`config.mk`:
```
export PLATFORM = sky130hd
export DESIGN_NAME = enc_ctrl_top
export DESIGN_NICKNAME = d
export VERILOG_FILES = /design/src/enc_pkg.sv /design/src/enc_param_regs.sv /design/src/enc_phase_fsm.sv /design/src/enc_loop_counters.sv /design/src/enc_strobe_gen.sv /design/src/enc_ctrl_top.sv
export VERILOG_INCLUDE_DIRS = /design/src
export SDC_FILE = /design/constraint.sdc
export NUM_CORES = 1
export LEC_CHECK = 0
export CAP_MARGIN = 20
export CORE_UTILIZATION = 55
export CTS_CLUSTER_SIZE = 25
export DETAILED_ROUTE_END_ITERATION = 7
export DONT_BUFFER_PORTS = 1
export PLACE_DENSITY = 0.72
export SLEW_MARGIN = 20
export SYNTH_ARGS = -nofsm -noshare
export SYNTH_HDL_FRONTEND = slang
export SYNTH_HIERARCHICAL = 1
export SYNTH_SLANG_ARGS = --single-unit
```
`constraint.sdc`:
```
create_clock -name iclk -period 4.2 [get_ports iclk]
set_clock_uncertainty 0.05 [all_clocks]
set_input_delay 0.21 -clock iclk [delete_from_list [all_inputs] [get_ports iclk]]
set_output_delay 0.21 -clock iclk [all_outputs]
set_load 0.005 [all_outputs]
```
`src/enc_defs.svh`:
```
//--------------------------------------------------------------------
// widths and fixed phase timing of the nr ldpc encoder controller
// pulled in by the package and by the rtl blocks that need a number
//--------------------------------------------------------------------
`ifndef ENC_DEFS_SVH
`define ENC_DEFS_SVH

// word widths
`define ENC_ZC_W       9   // lifting size, up to 384
`define ENC_ROW_W      6   // base graph rows, up to 46
`define ENC_COL_W      5   // info columns, up to 22

// p2 covers the first core rows, p3 the rest
`define ENC_CORE_ROWS  4

// wait cycles after each phase
`define ENC_WR_DELAY   2   // accumulate write settle
`define ENC_MM_DELAY   6   // matrix multiply pipeline

`endif

```
`src/enc_pkg.sv`:
```
//--------------------------------------------------------------------
// shared types of the encoder controller: counter words, engine
// strobe bundle and the phase encoding seen by every block
//--------------------------------------------------------------------
`default_nettype none

`include "enc_defs.svh"

package enc_pkg;

  typedef logic [`ENC_ZC_W-1:0]  hb_zc_t;   // lifting size / zc count
  typedef logic [`ENC_ROW_W-1:0] hb_row_t;  // base graph row
  typedef logic [`ENC_COL_W-1:0] hb_col_t;  // info column

  // per engine block framing
  typedef struct packed {
    logic sof;  // first word of frame
    logic sop;  // first word of block
    logic eop;  // last word of block
    logic eof;  // last word of frame or phase
  } strb_t;

  // each work phase is followed by its own pipeline wait
  typedef enum logic [3:0] {
    ph_wait,
    ph_init,          // latch frame parameters
    ph_data,          // info columns into accumulator
    ph_wait_data,
    ph_get_p1,        // accumulator read, p1 source
    ph_wait_get_p1,
    ph_do_p1,         // inverse psi multiply
    ph_wait_p1,
    ph_do_p2,         // core rows
    ph_wait_p2,
    ph_do_p3,         // extension rows
    ph_wait_p3,
    ph_done
  } phase_t;

endpackage

`default_nettype wire

```
`src/enc_param_regs.sv`:
```
//--------------------------------------------------------------------
// frame parameter latch, holds the working lifting size, rows and
// columns and keeps their loop limits ready for the counters
//--------------------------------------------------------------------
`default_nettype none

`include "enc_defs.svh"

module enc_param_regs (
  input  logic             iclk,
  input  logic             ireset,
  input  enc_pkg::phase_t  state,
  input  enc_pkg::hb_zc_t  used_zc,
  input  enc_pkg::hb_row_t used_row,
  input  enc_pkg::hb_col_t used_col,
  output enc_pkg::hb_zc_t  zc_m1,
  output enc_pkg::hb_zc_t  zc_m2,
  output logic             zc_less2,
  output enc_pkg::hb_row_t row_m1,
  output enc_pkg::hb_row_t row_m2,
  output enc_pkg::hb_col_t col_m2
);

  logic load;

  // follows the inputs while idle, last load in init then frozen
  assign load = (state == enc_pkg::ph_wait) || (state == enc_pkg::ph_init);

  always_ff @(posedge iclk) begin
    if (load) begin
      zc_m1    <= used_zc - 1'b1;   // read block end
      zc_m2    <= used_zc - 2'd2;   // write block end, one early
      zc_less2 <= (used_zc < enc_pkg::hb_zc_t'(2));  // 1 word blocks
      row_m1   <= used_row - 1'b1;
      row_m2   <= used_row - 2'd2;  // lookahead for p3
      col_m2   <= used_col - 2'd2;
    end
  end

  // p2 always runs the full core, a shorter graph is illegal
  a_core_rows : assert property (@(posedge iclk) disable iff (ireset)
    (state == enc_pkg::ph_init) |-> (used_row >= enc_pkg::hb_row_t'(`ENC_CORE_ROWS)));

endmodule

`default_nettype wire

```
`src/enc_phase_fsm.sv`:
```
//--------------------------------------------------------------------
// phase sequencer of the encoder controller, one frame per buffer
// handshake, with a shift register timing every post-phase wait
//--------------------------------------------------------------------
`default_nettype none

`include "enc_defs.svh"

module enc_phase_fsm (
  input  logic            iclk,
  input  logic            ireset,
  input  logic            buf_full,
  input  logic            obuf_empty,
  input  logic            inv_psi_zero,
  input  logic            zc_last,
  input  logic            col_last,
  input  logic            row_done,
  input  logic            row_last,
  output enc_pkg::phase_t state,
  output logic            mm_done
);

  logic [`ENC_MM_DELAY-2:0] delay;  // ones fill in from bit 0
  logic                     in_wait;
  logic                     wr_done;

  assign in_wait = state inside {enc_pkg::ph_wait_data, enc_pkg::ph_wait_get_p1,
                                 enc_pkg::ph_wait_p1, enc_pkg::ph_wait_p2,
                                 enc_pkg::ph_wait_p3};

  // tap n-2 gives exactly n wait cycles
  assign wr_done = delay[`ENC_WR_DELAY-2];
  assign mm_done = delay[`ENC_MM_DELAY-2];

  //--------------------------------------------------------------------
  // delay line
  //--------------------------------------------------------------------
  always_ff @(posedge iclk or posedge ireset) begin
    if (ireset) begin
      delay <= '0;
    end else if (in_wait) begin
      delay <= {delay[`ENC_MM_DELAY-3:0], 1'b1};
    end else begin
      delay <= '0;  // rearm for the next wait
    end
  end

  //--------------------------------------------------------------------
  // phase sequence
  //--------------------------------------------------------------------
  always_ff @(posedge iclk or posedge ireset) begin
    if (ireset) begin
      state <= enc_pkg::ph_wait;
    end else begin
      case (state)
        enc_pkg::ph_wait : begin
          // full input and empty output, flags ignored otherwise
          if (buf_full && obuf_empty) state <= enc_pkg::ph_init;
        end
        enc_pkg::ph_init : state <= enc_pkg::ph_data;
        // upload, zc words per column
        enc_pkg::ph_data : begin
          if (zc_last && col_last) state <= enc_pkg::ph_wait_data;
        end
        enc_pkg::ph_wait_data : begin
          if (wr_done) state <= enc_pkg::ph_get_p1;
        end
        // single read block
        enc_pkg::ph_get_p1 : begin
          if (zc_last) state <= enc_pkg::ph_wait_get_p1;
        end
        enc_pkg::ph_wait_get_p1 : begin
          if (mm_done) state <= inv_psi_zero ? enc_pkg::ph_do_p2 : enc_pkg::ph_do_p1;
        end
        enc_pkg::ph_do_p1 : begin
          if (zc_last) state <= enc_pkg::ph_wait_p1;
        end
        enc_pkg::ph_wait_p1 : begin
          if (mm_done) state <= enc_pkg::ph_do_p2;
        end
        // core rows
        enc_pkg::ph_do_p2 : begin
          if (zc_last && row_done) state <= enc_pkg::ph_wait_p2;
        end
        enc_pkg::ph_wait_p2 : begin
          // graph with only core rows has no p3
          if (mm_done) state <= row_last ? enc_pkg::ph_done : enc_pkg::ph_do_p3;
        end
        enc_pkg::ph_do_p3 : begin
          if (zc_last && row_last) state <= enc_pkg::ph_wait_p3;
        end
        enc_pkg::ph_wait_p3 : begin
          if (mm_done) state <= enc_pkg::ph_done;
        end
        default : state <= enc_pkg::ph_wait;  // done, back to idle
      endcase
    end
  end

  // a frame starts only from idle with both buffers ready
  a_start_from_wait : assert property (@(posedge iclk) disable iff (ireset)
    (state == enc_pkg::ph_init) |->
      $past(state == enc_pkg::ph_wait && buf_full && obuf_empty));

endmodule

`default_nettype wire

```
`src/enc_loop_counters.sv`:
```
//--------------------------------------------------------------------
// zc, column and row loop counters of the encoder controller with
// registered first/last flags, steered by the current phase
//--------------------------------------------------------------------
`default_nettype none

`include "enc_defs.svh"

module enc_loop_counters (
  input  logic             iclk,
  input  logic             ireset,
  input  enc_pkg::phase_t  state,
  input  enc_pkg::hb_zc_t  zc_m1,
  input  enc_pkg::hb_zc_t  zc_m2,
  input  logic             zc_less2,
  input  enc_pkg::hb_row_t row_m1,
  input  enc_pkg::hb_row_t row_m2,
  input  enc_pkg::hb_col_t col_m2,
  output enc_pkg::hb_zc_t  zc_cnt,
  output enc_pkg::hb_row_t row_cnt,
  output enc_pkg::hb_col_t col_cnt,
  output logic             zc_first,
  output logic             zc_second,
  output logic             zc_last,
  output logic             col_first,
  output logic             col_last,
  output logic             row_first,
  output logic             row_last,
  output logic             row_done
);

  localparam enc_pkg::hb_row_t p3_row0   = `ENC_CORE_ROWS;      // p3 entry row
  localparam enc_pkg::hb_row_t p2_row_pen = `ENC_CORE_ROWS - 2;  // one before last core

  logic zc_run;       // phase that steps zc
  logic zc_idle;      // post-phase wait
  logic zc_last_nxt;

  assign zc_run  = state inside {enc_pkg::ph_data, enc_pkg::ph_get_p1, enc_pkg::ph_do_p1,
                                 enc_pkg::ph_do_p2, enc_pkg::ph_do_p3};
  assign zc_idle = state inside {enc_pkg::ph_wait_data, enc_pkg::ph_wait_get_p1,
                                 enc_pkg::ph_wait_p1, enc_pkg::ph_wait_p2,
                                 enc_pkg::ph_wait_p3};

  // writes span zc words, reads zc+1 with the start cycle
  assign zc_last_nxt = (state == enc_pkg::ph_data) ? (zc_less2 | (zc_cnt == zc_m2))
                                                   : (zc_cnt == zc_m1);

  always_ff @(posedge iclk or posedge ireset) begin
    if (ireset) begin
      zc_cnt    <= '0;
      zc_first  <= 1'b0;
      zc_second <= 1'b0;
      zc_last   <= 1'b0;
      col_cnt   <= '0;
      col_first <= 1'b0;
      col_last  <= 1'b0;
      row_cnt   <= '0;
      row_first <= 1'b0;
      row_last  <= 1'b0;
      row_done  <= 1'b0;
    end else if (state == enc_pkg::ph_init) begin
      zc_cnt    <= '0;
      zc_first  <= 1'b1;
      zc_second <= 1'b0;
      zc_last   <= zc_less2;  // single word upload blocks
      col_cnt   <= '0;
      col_first <= 1'b1;
      col_last  <= 1'b0;
      row_cnt   <= '0;
      row_first <= 1'b1;
      row_last  <= 1'b0;
      row_done  <= 1'b0;
    end else begin
      //--------------------------------------------------------------------
      // zc loop
      //--------------------------------------------------------------------
      if (zc_run) begin
        zc_cnt    <= zc_last ? '0 : zc_cnt + 1'b1;
        zc_last   <= zc_last_nxt;
        zc_first  <= zc_last;
        zc_second <= zc_first;   // first valid of a read
      end else if (zc_idle) begin
        zc_cnt    <= '0;
        zc_first  <= 1'b1;
        zc_second <= 1'b0;
        zc_last   <= 1'b0;
      end

      // column loop, upload only
      if ((state == enc_pkg::ph_data) && zc_last) begin
        col_cnt   <= col_cnt + 1'b1;
        col_last  <= (col_cnt == col_m2);
        col_first <= col_last;
      end

      //--------------------------------------------------------------------
      // row loop
      //--------------------------------------------------------------------
      if (state == enc_pkg::ph_do_p2) begin
        row_last <= (row_cnt == row_m1);  // graph ends with the core
        if (zc_last) begin
          row_cnt   <= row_done ? p3_row0 : row_cnt + 1'b1;
          row_done  <= (row_cnt == p2_row_pen);
          row_first <= row_done;
        end
      end

      if (state == enc_pkg::ph_do_p3) begin
        // at a block end look at the row coming next
        row_last <= zc_last ? (row_cnt == row_m2) : (row_cnt == row_m1);
        if (zc_last) begin
          row_cnt   <= row_cnt + 1'b1;
          row_first <= 1'b0;
        end
      end
    end
  end

endmodule

`default_nettype wire

```
`src/enc_strobe_gen.sv`:
```
//--------------------------------------------------------------------
// registered decode of phase and loop flags into the accumulate and
// multiply engine strobes, plus the end of frame buffer pulse
//--------------------------------------------------------------------
`default_nettype none

module enc_strobe_gen (
  input  logic             iclk,
  input  logic             ireset,
  input  enc_pkg::phase_t  state,
  input  logic             mm_done,
  input  logic             zc_first,
  input  logic             zc_second,
  input  logic             zc_last,
  input  logic             col_first,
  input  logic             col_last,
  input  logic             row_first,
  input  logic             row_last,
  input  logic             row_done,
  input  enc_pkg::hb_zc_t  zc_cnt,
  input  enc_pkg::hb_row_t row_cnt,
  input  enc_pkg::hb_col_t col_cnt,
  output logic             addr_clear,
  output logic             addr_enable,
  output logic             buf_rempty,
  output enc_pkg::hb_row_t hb_row,
  output logic             acu_write,
  output logic             acu_wstart,
  output enc_pkg::strb_t   acu_wstrb,
  output enc_pkg::hb_col_t acu_wcol,
  output logic             acu_read,
  output logic             acu_rstart,
  output logic             acu_rval,
  output enc_pkg::strb_t   acu_rstrb,
  output enc_pkg::hb_row_t acu_rrow,
  output logic             p1_read,
  output logic             p1_rstart,
  output logic             p1_rval,
  output enc_pkg::strb_t   p1_rstrb,
  output logic             p2_read,
  output logic             p2_rstart,
  output logic             p2_rval,
  output enc_pkg::strb_t   p2_rstrb,
  output enc_pkg::hb_row_t p2_rrow,
  output logic             p3_read,
  output logic             p3_rstart,
  output logic             p3_rval,
  output enc_pkg::strb_t   p3_rstrb
);

  logic st_data, st_get_p1, st_do_p1, st_do_p2, st_do_p3;
  logic rd_val;    // read block past its start cycle
  logic frm_end;   // last pipeline wait of the frame

  assign st_data   = (state == enc_pkg::ph_data);
  assign st_get_p1 = (state == enc_pkg::ph_get_p1);
  assign st_do_p1  = (state == enc_pkg::ph_do_p1);
  assign st_do_p2  = (state == enc_pkg::ph_do_p2);
  assign st_do_p3  = (state == enc_pkg::ph_do_p3);
  assign rd_val    = (zc_cnt != '0);
  assign frm_end   = mm_done & (((state == enc_pkg::ph_wait_p2) & row_last) |
                                (state == enc_pkg::ph_wait_p3));

  // handshake and valids, low out of reset
  always_ff @(posedge iclk or posedge ireset) begin
    if (ireset) begin
      buf_rempty <= 1'b0;
      acu_write  <= 1'b0;
      acu_rval   <= 1'b0;
      p1_rval    <= 1'b0;
      p2_rval    <= 1'b0;
      p3_rval    <= 1'b0;
    end else begin
      buf_rempty <= frm_end;  // in release, out filled
      acu_write  <= st_data;
      acu_rval   <= st_get_p1 & rd_val;
      p1_rval    <= st_do_p1 & rd_val;
      p2_rval    <= st_do_p2 & rd_val;
      p3_rval    <= st_do_p3 & rd_val;
    end
  end

  always_ff @(posedge iclk) begin
    addr_clear  <= (state == enc_pkg::ph_init);
    addr_enable <= st_data;
    hb_row      <= row_cnt;
    //--------------------------------------------------------------------
    // accumulator write port
    //--------------------------------------------------------------------
    acu_wstart    <= st_data & zc_first;
    acu_wstrb.sof <= st_data & zc_first & col_first;
    acu_wstrb.sop <= st_data & zc_first;
    acu_wstrb.eop <= st_data & zc_last;
    acu_wstrb.eof <= st_data & zc_last & col_last;
    acu_wcol      <= col_cnt;
    //--------------------------------------------------------------------
    // read ports, start cycle carries no data
    //--------------------------------------------------------------------
    acu_read      <= st_get_p1 | st_do_p3;   // p3 also reads u
    acu_rstart    <= (st_get_p1 | st_do_p3) & zc_first;
    acu_rstrb.sof <= st_get_p1 & zc_second;
    acu_rstrb.sop <= st_get_p1 & zc_second;
    acu_rstrb.eop <= st_get_p1 & zc_last;
    acu_rstrb.eof <= st_get_p1 & zc_last;   // one block only
    acu_rrow      <= row_cnt;
    // p1 solve
    p1_read       <= st_do_p1;
    p1_rstart     <= st_do_p1 & zc_first;
    p1_rstrb.sof  <= st_do_p1 & zc_second & row_first;
    p1_rstrb.sop  <= st_do_p1 & zc_second;
    p1_rstrb.eop  <= st_do_p1 & zc_last;
    p1_rstrb.eof  <= 1'b0;   // no frame end on p1
    // p2, parity memory is also read for the p1 source and p3
    p2_read       <= st_get_p1 | st_do_p2 | st_do_p3;
    p2_rstart     <= (st_get_p1 | st_do_p2 | st_do_p3) & zc_first;
    p2_rstrb.sof  <= 1'b0;
    p2_rstrb.sop  <= st_do_p2 & zc_second;
    p2_rstrb.eop  <= st_do_p2 & zc_last;
    p2_rstrb.eof  <= st_do_p2 & zc_last & row_done;  // last core row
    p2_rrow       <= row_cnt;
    // p3 extension rows
    p3_read       <= st_do_p3;
    p3_rstart     <= st_do_p3 & zc_first;
    p3_rstrb.sof  <= 1'b0;
    p3_rstrb.sop  <= st_do_p3 & zc_second;
    p3_rstrb.eop  <= st_do_p3 & zc_last;
    p3_rstrb.eof  <= st_do_p3 & zc_last & row_last;
  end

  // engines share the data path, never two valids at once
  a_one_rval : assert property (@(posedge iclk) disable iff (ireset)
    $onehot0({acu_rval, p1_rval, p2_rval, p3_rval}));

endmodule

`default_nettype wire

```
`src/enc_ctrl_top.sv`:
```
//--------------------------------------------------------------------
// nr ldpc encoder main controller, buffer handshake in, engine
// strobes and indexes out, one frame per full/empty pair
//--------------------------------------------------------------------
`default_nettype none

module enc_ctrl_top (
  input  logic             iclk,
  input  logic             ireset,
  input  logic             buf_full,
  input  logic             obuf_empty,
  input  logic             inv_psi_zero,
  input  enc_pkg::hb_zc_t  used_zc,
  input  enc_pkg::hb_row_t used_row,
  input  enc_pkg::hb_col_t used_col,
  output logic             addr_clear,
  output logic             addr_enable,
  output logic             buf_rempty,
  output enc_pkg::hb_row_t hb_row,
  output logic             acu_write,
  output logic             acu_wstart,
  output enc_pkg::strb_t   acu_wstrb,
  output enc_pkg::hb_col_t acu_wcol,
  output logic             acu_read,
  output logic             acu_rstart,
  output logic             acu_rval,
  output enc_pkg::strb_t   acu_rstrb,
  output enc_pkg::hb_row_t acu_rrow,
  output logic             p1_read,
  output logic             p1_rstart,
  output logic             p1_rval,
  output enc_pkg::strb_t   p1_rstrb,
  output logic             p2_read,
  output logic             p2_rstart,
  output logic             p2_rval,
  output enc_pkg::strb_t   p2_rstrb,
  output enc_pkg::hb_row_t p2_rrow,
  output logic             p3_read,
  output logic             p3_rstart,
  output logic             p3_rval,
  output enc_pkg::strb_t   p3_rstrb
);

  // phase and pipeline wait
  enc_pkg::phase_t  state;
  logic             mm_done;

  // latched limits
  enc_pkg::hb_zc_t  zc_m1;
  enc_pkg::hb_zc_t  zc_m2;
  logic             zc_less2;
  enc_pkg::hb_row_t row_m1;
  enc_pkg::hb_row_t row_m2;
  enc_pkg::hb_col_t col_m2;

  // loop state
  enc_pkg::hb_zc_t  zc_cnt;
  enc_pkg::hb_row_t row_cnt;
  enc_pkg::hb_col_t col_cnt;
  logic             zc_first;
  logic             zc_second;
  logic             zc_last;
  logic             col_first;
  logic             col_last;
  logic             row_first;
  logic             row_last;
  logic             row_done;

  // all block ports share the names above
  enc_param_regs    u_param_regs    (.*);
  enc_phase_fsm     u_phase_fsm     (.*);
  enc_loop_counters u_loop_counters (.*);
  enc_strobe_gen    u_strobe_gen    (.*);

endmodule

`default_nettype wire

```
==> key figures, run 1 <==
Routing
  • DRC: 0
  • Detail-routed via count per cell: 5.56
  • Total routed wirelength: 10100 um
  • Avg WL per Cell: 16.1 um
  • Routed Antenna Nets: 0
  • Detailed Route Iter0 Violations: 207
  • Detailed Routing Iterations Pass 1: 4
  • Via count: 3511

Clocking
  • Clock transition at path regs: 50 ps
  • Worst-case clock buffer depth: 2
  • Clock Latency Late Sink: 500 ps
  • Root cell of the clock tree: clkbuf_8
  • H-tree Lvls: 4
  • Number of clock sinks: 115
  • Clock tree from TritonCTS: done
  • TritonCTS buffer count: 17
  • Resized cells post-CTS: 0

STA
  • Final setup vio count: 0
  • Worst max-slew margin expressed relative to the limit: 0.329
  • Number of hold-slack violations in the final timing report: 0
  • Max-slew violation total from the final report: 0
  • Setup repair after global routing missed its margin: no
  • Worst setup margin: 1710 ps
  • Maximum clock rate: 401 MHz
  • Shortest period the worst path allows: 2490 ps
  • Final clock period utilization by the worst path: 0.593
  • Transition time of the tightest slew-check pin: 1010 ps
  • Setup TNS Final: 0 ps

Critical path
  • Critical Path AT: 2860 ps
  • Setup slack on the worst flop-to-flop path: 1710 ps
  • Startpoint type of the worst setup path: flop
  • RR Startpoint: u_phase_fsm/state[3]$_DFFE_PP0P_
  • Worst setup path start: u_phase_fsm/state[3]$_DFFE_PP0P_
  • Crit Path Category: reg -> reg
  • R2R cell count: 4
  • Reg2reg end: u_loop_counters/row_cnt[3]$_DFF_PP0_
  • Crit-path max FO: 29
  • Required time at the endpoint of the critical path: 4570 ps
  • CP Capture Type: flop

Power and ir drop
  • P_leak: 2.54 nW
  • Peak supply drop: 0.286 mV
  • Combinational cell fraction of total power: 0.234
  • Relative contribution of the clock network to total power: 0.335
  • Pwr/cell area: 662 mW/mm2
  • Switching power summed over all nets: 1.32 mW
  • Power, Total: 4.10 mW
  • Portion of total power attributed to sequential cells: 0.431
  • Internal Pwr Total: 2.78 mW
  • Switching power share of the total: 0.322

Worst hold path
  • Critical hold path startpoint: inv_psi_zero
  • Instance count along the most critical hold path: 3
  • WHS Endpoint: u_phase_fsm/state[3]$_DFFE_PP0P_
  • Classification of the worst-slack hold path: in -> reg

Global route
  • Largest net degree at the start of global routing: 37
  • Initial antenna violation count: 0
  • Congestion Overflow GR: 0
  • Vias in the first global route: 3355
  • Global routing usage summed across all routing layers: 0.217
  • Global-route wire length before repair: 16700 um

Floorplan
  • Boundary Pins: 85
  • Die boundary width: 101 um
  • Starting density of the core: 0.574
  • Total die area: 0.0101 mm2
  • Total number of placement rows: 35
  • Placeable core area: 0.00933 mm2
  • Chip Height: 101 um

Finish
  • Final Net Count: 525
  • Antenna cells: 0
  • Layout-stage area growth over the synthesis result: 15.8%
  • Finished Core Util: 0.664
  • Layout cells sized above 1: 0.116

Outcome
  • Run status: completed

Synth
  • Top flip-flop cell by instance count after synthesis: dfrtp_1
  • Post-synthesis instance area: 0.00535 mm2
  • Number of synthesized register bits: 115
  • Synth Instances: 474
  • Warnings from Yosys: 6
  • Distinct cell type count of the synthesized netlist: 71
  • Post-synthesis sequential area ratio: 0.538
  • Mean area per synthesized cell: 11.3 um2
  • Number of flops mapped to enable cells by yosys: 36
  • Ys async rst share: 0.374

Place
  • Weighted congestion reported at the end of routability-driven placement: 0.859
  • Number of I/O port buffers: 0
  • Setup Slack @ Placement: 1790 ps
  • HPWL Detailed: 6540 um

Run
  • MaxCap Viol Count: 0
[synthesized netlist by cell type (all sizes together) (3+ instances only)]
library cell	number	area, um2
or3	3	23.8
xor2	30	263
mux2	4	60.1
nand4bb	4	45.0
dfrtp	43	1080
edfxtp	36	1080
and2	14	87.6
nor3	16	96.4
nor2b	5	31.3
nor4	8	80.1
xnor2	32	280
o21ai	19	98.9
buf	28	203
ha	11	138
nor4b	4	41.3
dfxtp	36	721
nand4	8	56.3
a31oi	7	43.8
nand2b	3	18.8
clkbuf	10	38.8
a21oi	16	83.8
a22o	3	26.3
a211oi	5	60.1
nand3	12	70.1
nor2	30	129
and3	6	37.5
inv	24	90.1
nand2	27	101
[cell type report]
class / count / area, um2
multi-input combinational: 298 / 2150
inverter: 25 / 98.8
sequential: 115 / 2880
tap: 129 / 161
clock inverter: 6 / 36.3
timing repair buffer: 32 / 323
clock buffer: 26 / 552
fill: 688 / 3130
[cells in the final DEF, fill, tap and decap left out, types with 7 or more instances in the layout]
cell type,instances
dfrtp_1,43
nor2_1,29
dlygate4sd3_1,30
ha_1,11
edfxtp_1,36
inv_1,23
o21ai_0,18
dfxtp_1,36
nand4_1,7
nand3_1,10
xnor2_1,32
a31oi_1,7
and2_1,14
xor2_1,30
a21oi_1,15
nor3_1,13
clkbuf_16,19
nand2_1,27
[metrics by stage]
step / hold slack, ps / instance area, um2 / instances
global placement: -16.5 / 5290 / 568
CTS: 1.63 / 6200 / 631
detailed placement: -11.5 / 5310 / 569
finish: 12.9 / 6200 / 631
global route: 7.66 / 6200 / 631
floorplan: -49.0 / 5360 / 476
[repair_timing]
action,4_1_cts,5_1_grt
setup buffers,0,0
hold buffers,30,0
hold endpoints to repair,60,0
setup endpoints to repair,0,0
[routing by layer]
metal	track usage	part of all wire
met5	0	0
met4	0.0881	0.014
met3	0.0492	0.052
met2	0.362	0.51
met1	0.274	0.42
[state kept, by name, summed over array words and instances, names as in the netlist, 3 cells and up]
signal and cells:
u_loop_counters/col_cnt 5, u_loop_counters/row_cnt 6, u_loop_counters/zc_cnt 9, u_param_regs/col_m2 5
u_param_regs/row_m1 6, u_param_regs/row_m2 6, u_param_regs/zc_m1 9, u_param_regs/zc_m2 9
u_phase_fsm/delay 5, u_phase_fsm/state 4, u_strobe_gen/acu_wcol 5, u_strobe_gen/acu_wstrb 4
u_strobe_gen/p1_rstrb 3, u_strobe_gen/p2_rrow 6, u_strobe_gen/p2_rstrb 3, u_strobe_gen/p3_rstrb 3
[power by group through the flow]
stage	Combinational (mW)	Sequential [mW]	Clock, mW
finish	0.959	1.77	1.37
global route	1.05	1.82	1.45
CTS	0.959	1.77	1.39
detailed placement	0.913	1.79	0
global placement	0.881	1.77	0
floorplan	0.890	1.65	0
[worst max-delay path, cell delays in order, from the launching register on]
cell and delay (ps):
dfrtp_1 920, nand4bb_1 500, or2_1 400, or3_1 360, a21oi_1 170
[cells by family after synthesis]
| group | after synthesis | share of synthesized area |
|---|---|---|
| DFF | 115 | 0.538 |
| and+or+nand+nor | 154 | 0.177 |
| xor gates and xnor gates | 62 | 0.101 |
| muxes | 6 | 0.0150 |
| AOI/OAI and AO/OA | 62 | 0.0790 |
| buffers and inverters | 63 | 0.0636 |
| other | 1 | 0.000701 |
| adders and majority gates | 11 | 0.0257 |
[worst max path at each step]
stage / to / slack [ps]
after floorplan: u_param_regs/col_m2[0]$_DFFE_PP_ / 650
after global placement: u_loop_counters/row_cnt[3]$_DFF_PP0_ / 1920
after detailed placement: u_loop_counters/row_cnt[3]$_DFF_PP0_ / 1790
after CTS: u_loop_counters/row_cnt[3]$_DFF_PP0_ / 1780
after global routing: u_loop_counters/row_cnt[3]$_DFF_PP0_ / 1520
final: u_loop_counters/row_cnt[3]$_DFF_PP0_ / 1710
(Power assumes the default switching activity.)
==> inputs of run 2 (changes only) <==
--- a/config.mk
+++ b/config.mk
@@ -6,12 +6,13 @@
 export SDC_FILE = /design/constraint.sdc
 export NUM_CORES = 1
 export LEC_CHECK = 0
+export ABC_AREA = 1
 export CAP_MARGIN = 20
 export CORE_UTILIZATION = 55
 export CTS_CLUSTER_SIZE = 25
 export DETAILED_ROUTE_END_ITERATION = 7
 export DONT_BUFFER_PORTS = 1
-export PLACE_DENSITY = 0.72
+export PLACE_DENSITY = 0.75
 export SLEW_MARGIN = 20
 export SYNTH_ARGS = -nofsm -noshare
 export SYNTH_HDL_FRONTEND = slang
==> constraint.sdc (replaced) <==
create_clock -name iclk -period 2.2 [get_ports iclk]
set_clock_uncertainty 0.05 [all_clocks]
set_input_delay 0.11 -clock iclk [delete_from_list [all_inputs] [get_ports iclk]]
set_output_delay 0.11 -clock iclk [all_outputs]
set_load 0.005 [all_outputs]
==> run 2 against run 1 <==
Compared with the run above:
- clock power rose by 86%
- total power rose by 96%
- sequential cell count did not move
- critical endpoint is now u_param_regs/row_m1[5]$_DFFE_PP_
==> key figures, run 2 <==
Global route
  • Congestion Overflow GR: 0
  • Largest net degree at the start of global routing: 37
  • Met3 capacity usage during global routing: 0.0542
  • Global-route wire length before repair: 18500 um
  • Global routing usage summed across all routing layers: 0.231
  • Vias in the first global route: 4014
  • GR Layer Usage met1: 0.265
  • Initial antenna violation count: 0
  • Highest-utilization routing layer at the global route stage: met2
  • Global-route met2 utilization: 0.410

Critical path
  • CP Capture Type: flop
  • Reg2reg end: u_loop_counters/zc_cnt[6]$_DFFE_PP0P_
  • Required time at the endpoint of the critical path: 2400 ps
  • Crit Path Category: in -> reg
  • Crit-path max FO: 3
  • Setup slack on the worst flop-to-flop path: 340 ps
  • Critical Path AT: 2310 ps
  • R2R cell count: 7
  • RR Startpoint: u_phase_fsm/state[0]$_DFFE_PP0P_
  • Worst setup path start: used_row[1]
  • Startpoint type of the worst setup path: input port

Floorplan
  • Total number of placement rows: 36
  • Die boundary width: 103 um
  • Total die area: 0.0106 mm2
  • Boundary Pins: 85
  • Chip Height: 103 um
  • Placeable core area: 0.00982 mm2
  • Starting density of the core: 0.568

Synth
  • Share of synthesized area spent on multiplexers: 0
  • Distinct cell type count of the synthesized netlist: 41
  • Adder-cell share of the synthesized area: 0.0247
  • Synth Instances: 617
  • Largest area contributor in the synthesized netlist: edfxtp_1
  • Most used standard cells in the synthesized netlist: nand2_1 (123), inv_1 (86), nor2_1 (61)
  • Top flip-flop cell by instance count after synthesis: dfrtp_1
  • Most common cell in the synthesized netlist: nand2_1
  • Number of flops mapped to enable cells by yosys: 36
  • Area share of the largest cell type after synthesis: 0.194
  • Synth Area in Compound Gates: 0.0489
  • Post-synthesis sequential area ratio: 0.516
  • Number of synthesized register bits: 115
  • Mean area per synthesized cell: 9.05 um2
  • Post-synthesis instance area: 0.00558 mm2
  • Dominant cells by area after synthesis: edfxtp_1 (19%), dfrtp_1 (19%), dfxtp_1 (13%)
  • Main combinational cell family by area after synthesis: simple AND/OR/NAND/NOR gates
  • Ys async rst share: 0.374
  • Simple-gate share of the synthesized area: 0.248
  • Warnings from Yosys: 6
  • Xor/xnor cell area share of the yosys netlist: 0.0690

STA
  • Setup repair after global routing missed its margin: no
  • Shortest period the worst path allows: 2110 ps
  • Max-slew violation total from the final report: 0
  • Number of hold-slack violations in the final timing report: 0
  • Setup TNS Final: 0 ps
  • Transition time of the tightest slew-check pin: 794 ps
  • Final setup vio count: 0
  • Worst max-slew margin expressed relative to the limit: 0.471
  • Final clock period utilization by the worst path: 0.958
  • Maximum clock rate: 474 MHz

Clocking
  • Number of clock sinks: 115
  • H-tree Lvls: 4
  • Clock tree from TritonCTS: done
  • Worst-case clock buffer depth: 2
  • TritonCTS buffer count: 17
  • Root cell of the clock tree: clkbuf_8
  • Clock Latency Late Sink: 520 ps
  • Clock transition at path regs: 60 ps

Power and ir drop
  • Internal Pwr Total: 5.12 mW
  • Portion of total power attributed to sequential cells: 0.410
  • P_leak: 3.02 nW
  • Switching power share of the total: 0.362
  • Combinational cell fraction of total power: 0.272
  • Relative contribution of the clock network to total power: 0.318
  • Switching power summed over all nets: 2.91 mW
  • Peak supply drop: 0.681 mV
  • Pwr/cell area: 1210 mW/mm2

Routing
  • Routed Antenna Nets: 0
  • DRC: 0
  • Avg WL per Cell: 13.8 um
  • Detailed Route Iter0 Violations: 278
  • Via count: 4119
  • Total routed wirelength: 11100 um
  • Detail-routed via count per cell: 5.12
  • Detailed Routing Iterations Pass 1: 5

Outcome
  • Run status: completed

Place
  • Number of I/O port buffers: 0
  • Cell Area, Placed: 0.00564 mm2
  • Weighted congestion reported at the end of routability-driven placement: 0.925
  • HPWL Detailed: 7460 um

Finish
  • Leading cell types in the layout, fill and taps excluded: nand2_1 (122), inv_1 (85), nor2_1 (61), dfrtp_1 (43)
  • Layout-stage area growth over the synthesis result: 18.4%
  • Layout cells sized above 1: 0.151
  • Final Net Count: 694
  • Antenna cells: 0
  • Final instance area: 0.00661 mm2
  • Leading cell type in the layout, fill and taps excluded: nand2_1
  • Largest registers: u_loop_counters/zc_cnt: 9 flops, u_param_regs/zc_m1: 9 flops, u_param_regs/zc_m2: 9 flops

Worst hold path
  • Classification of the worst-slack hold path: in -> async

Run
  • MaxCap Viol Count: 0
==> run 2: timing repair <==
action                                 in CTS  in global routing
setup endpoints to repair                   0                  1
resized for setup                           0                  6
buffers inserted                            0                  2
endpoints found under the hold margin      82                  0
hold buffers                               37                  0
==> run 2: layout make-up <==
class | instances | area, um2
Clock buffer | 17 | 414
Fill cell | 775 | 3210
Tap cell | 133 | 166
Timing Repair Buffer | 43 | 430
Inverter | 93 | 354
Clock inverter | 15 | 145
Sequential cell | 115 | 2880
Multi-Input combinational cell | 388 | 2220
==> run 2: kinds of logic (layout without fill, tap and decap cells) <==
family | count (synthesis) | count (layout)
fa+ha+maj | 11 | 11
compound gates | 47 | 47
buf+inv | 116 | 168
simple gates | 283 | 283
xor+xnor | 44 | 44
other cells | 1 | 3
flops | 115 | 115
==> run 2: layer usage <==
| metal | wire length [um] | part of all wire |
|---|---|---|
| met1 | 4690 | 0.42 |
| met5 | 0 | 0 |
| met3 | 638 | 0.057 |
| met2 | 5560 | 0.50 |
| met4 | 211 | 0.019 |
==> run 2: metrics by stage <==
stage | setup WS, ps | std cells | hold WS [ps] | utilization | power (mW)
after global routing | 21.3 | 804 | 27.8 | 0.673 | 8.52
after detailed placement | 386 | 733 | -122 | 0.575 | 5.40
after CTS | 21.7 | 802 | 9.98 | 0.669 | 8.05
after global placement | 427 | 733 | -127 | 0.575 | 5.32
final | 92.5 | 804 | 6.95 | 0.673 | 8.03
after floorplan | 220 | 619 | -149 | - | 4.95
==> run 2: critical path: stages <==
cell	delay (ps)
inv_1	60
dlygate4sd3_1	590
ha_1	210
nand2_2	90
nand2_1	60
nand2_1	50
dlygate4sd3_1	540
nand2_1	50
dlygate4sd3_1	550
==> run 2: worst max path at each step <==
stage	slack, ps	endpoint	cells after the start
2_1_floorplan	220	u_param_regs/col_m2[0]$_DFFE_PP_	1
3_3_place_gp	430	u_loop_counters/row_last$_DFFE_PP0P_	9
3_5_place_dp	390	u_loop_counters/row_last$_DFFE_PP0P_	9
4_1_cts	20	u_param_regs/row_m1[5]$_DFFE_PP_	10
5_1_grt	20	u_param_regs/row_m1[5]$_DFFE_PP_	9
6_report	90	u_param_regs/row_m1[5]$_DFFE_PP_	9
==> run 2: power by group through the flow <==
stage | Clock (mW) | Sequential, mW | Combinational [mW]
after global routing | 2.72 | 3.37 | 2.44
after CTS | 2.59 | 3.29 | 2.16
after floorplan | 0 | 3.20 | 1.75
after global placement | 0 | 3.31 | 2.01
after detailed placement | 0 | 3.33 | 2.07
final | 2.55 | 3.29 | 2.18
==> inputs of run 3 (changes only) <==
--- a/config.mk
+++ b/config.mk
@@ -6,9 +6,9 @@
 export SDC_FILE = /design/constraint.sdc
 export NUM_CORES = 1
 export LEC_CHECK = 0
-export ABC_AREA = 1
 export CAP_MARGIN = 20
 export CORE_UTILIZATION = 55
+export CTS_BUF_LIST = sky130_fd_sc_hd__clkbuf_8
 export CTS_CLUSTER_SIZE = 25
 export DETAILED_ROUTE_END_ITERATION = 7
 export DONT_BUFFER_PORTS = 1
==> run 3 against run 2 <==
Compared with the run above:
- critical path depth shrank 2
- highest routed layer unchanged
- cell count shrank 20%
- total power shrank 9.1%
- combinational power shrank 5%
- clock-buffer cell count is the same
- hold slack gained 27 ps
- routed wire length shrank 13%
- sequential power shrank 2%
- sequential share of layout area grew 3.8 points
- setup slack gained 63 ps
==> key figures, run 3 (synthesis gave the netlist of run 1 again) <==
Routing
  • Total routed wirelength: 9610 um
  • Avg WL per Cell: 15.0 um
  • Detailed Routing Iterations Pass 1: 5
  • Detailed Route Iter0 Violations: 226
  • DRC: 0
  • Routed Antenna Nets: 0
  • Via count: 3464
  • Detail-routed via count per cell: 5.41

Critical path
  • Crit Path Category: in -> reg
  • CP Capture Type: flop
  • Critical Path AT: 2170 ps
  • RR Startpoint: u_phase_fsm/state[3]$_DFFE_PP0P_
  • Startpoint type of the worst setup path: input port
  • Crit-path max FO: 4
  • R2R cell count: 4
  • Required time at the endpoint of the critical path: 2330 ps
  • Reg2reg end: u_phase_fsm/state[0]$_DFFE_PP0P_
  • Worst setup path start: used_zc[1]
  • Setup slack on the worst flop-to-flop path: 190 ps

Power and ir drop
  • P_leak: 2.51 nW
  • Pwr/cell area: 1200 mW/mm2
  • Peak supply drop: 0.652 mV
  • Power, Total: 7.30 mW

STA
  • Max-slew violation total from the final report: 0
  • Setup repair after global routing missed its margin: no
  • Worst hold-check slack: 33.8 ps
  • Final setup vio count: 0
  • Shortest period the worst path allows: 2040 ps
  • Maximum clock rate: 489 MHz
  • Setup TNS Final: 0 ps
  • Worst setup margin: 156 ps
  • Number of hold-slack violations in the final timing report: 0
  • Transition time of the tightest slew-check pin: 718 ps
  • Final clock period utilization by the worst path: 0.929
  • Worst max-slew margin expressed relative to the limit: 0.521

Clocking
  • Clock transition at path regs: 70 ps
  • Post-CTS setup-driven buffer insertion count: 0
  • Root cell of the clock tree: clkbuf_8
  • H-tree Lvls: 4
  • TritonCTS buffer count: 17
  • Number of clock sinks: 115
  • Clock Latency Late Sink: 430 ps
  • Number of hold buffers added after CTS: 28
  • Worst-case clock buffer depth: 2
  • Clock tree from TritonCTS: done
  • Resized cells post-CTS: 0

Finish
  • Finished Core Util: 0.652
  • Layout-stage area growth over the synthesis result: 13.7%
  • Leading cell type in the layout, fill and taps excluded: dfrtp_1
  • Filler cell count in the final layout: 721
  • Antenna cells: 0
  • Final Net Count: 534
  • Leading cell types in the layout, fill and taps excluded: dfrtp_1 (43), edfxtp_1 (36), dfxtp_1 (36), xnor2_1 (32), xor2_1 (30)
  • Layout cells sized above 1: 0.139
  • Largest registers: u_loop_counters/zc_cnt: 9 flops, u_param_regs/zc_m1: 9 flops, u_param_regs/zc_m2: 9 flops

Global route
  • Congestion Overflow GR: 0
  • Largest net degree at the start of global routing: 37
  • Initial antenna violation count: 0
  • Global routing usage summed across all routing layers: 0.211
  • Global-route wire length before repair: 16000 um
  • Vias in the first global route: 3334

Floorplan
  • Placeable core area: 0.00933 mm2
  • Starting density of the core: 0.574
  • Boundary Pins: 85
  • Die boundary width: 101 um
  • Total number of placement rows: 35
  • Total die area: 0.0101 mm2
  • Chip Height: 101 um

Worst hold path
  • Critical hold path startpoint: used_zc[8]
  • WHS Endpoint: u_param_regs/zc_less2$_DFFE_PP_
  • Instance count along the most critical hold path: 1
  • Classification of the worst-slack hold path: in -> reg

Place
  • Weighted congestion reported at the end of routability-driven placement: 0.842
  • HPWL Detailed: 6460 um
  • Setup Slack @ Placement: 197 ps
  • Number of I/O port buffers: 0

Run
  • MaxCap Viol Count: 0

Outcome
  • Run status: completed
==> run 3: cell count changes in the layout (fill, tap and decap cells not counted), moves of 9 or more <==
cell and delta:
and2_1 +14, clkbuf_16 -16, clkbuf_8 +16, inv_1 -62
nand2_1 -95, nand2_2 -18, nand3_1 -19, nor2_1 -32
nor2_2 -9, xnor2_1 +16
==> run 3: per-layer routing <==
layer  wire length [um]  global-route usage
met3                341              0.0485
met2               4820               0.356
met5                  0                   0
met4                162              0.0981
met1               4280               0.257
==> run 3: how the worst max path moves through the flow <==
stage	end	slack [ps]
detailed placement	u_phase_fsm/state[2]$_DFFE_PP0P_	200
finish	u_param_regs/zc_m2[7]$_DFFE_PP_	160
global route	u_loop_counters/row_cnt[5]$_DFF_PP0_	50
CTS	u_phase_fsm/state[2]$_DFFE_PP0P_	190
floorplan	u_param_regs/col_m2[0]$_DFFE_PP_	270
global placement	u_phase_fsm/state[1]$_DFFE_PP0P_	260
==> run 3: worst max-delay path: stages <==
cell and delay (ps):
dlygate4sd3_1 570, inv_1 150, ha_1 250, nor3b_4 310
nand2_1 110, xnor2_1 130, dlygate4sd3_1 550
==> run 3: final cells by class <==
type,instances,area (um2),share of cell area
Sequential cell,115,2880,0.473
Multi-Input combinational cell,298,2150,0.354
Timing Repair Buffer,41,390,0.0641
Clock buffer,17,234,0.0384
Clock inverter,15,170,0.0280
Tap cell,129,161,0.0265
Inverter,25,98.8,0.0162
==> run 3: metrics by stage <==
step,instances,instance area (um2)
after floorplan,476,5370
after global placement,580,5400
after detailed placement,580,5400
after CTS,640,6090
after global routing,640,6090
final,640,6090
==> run 3: report_power, final <==
part           switching, mW  internal, mW
Combinational           1.15         0.934
Clock                  0.950          1.04
Sequential             0.444          2.78
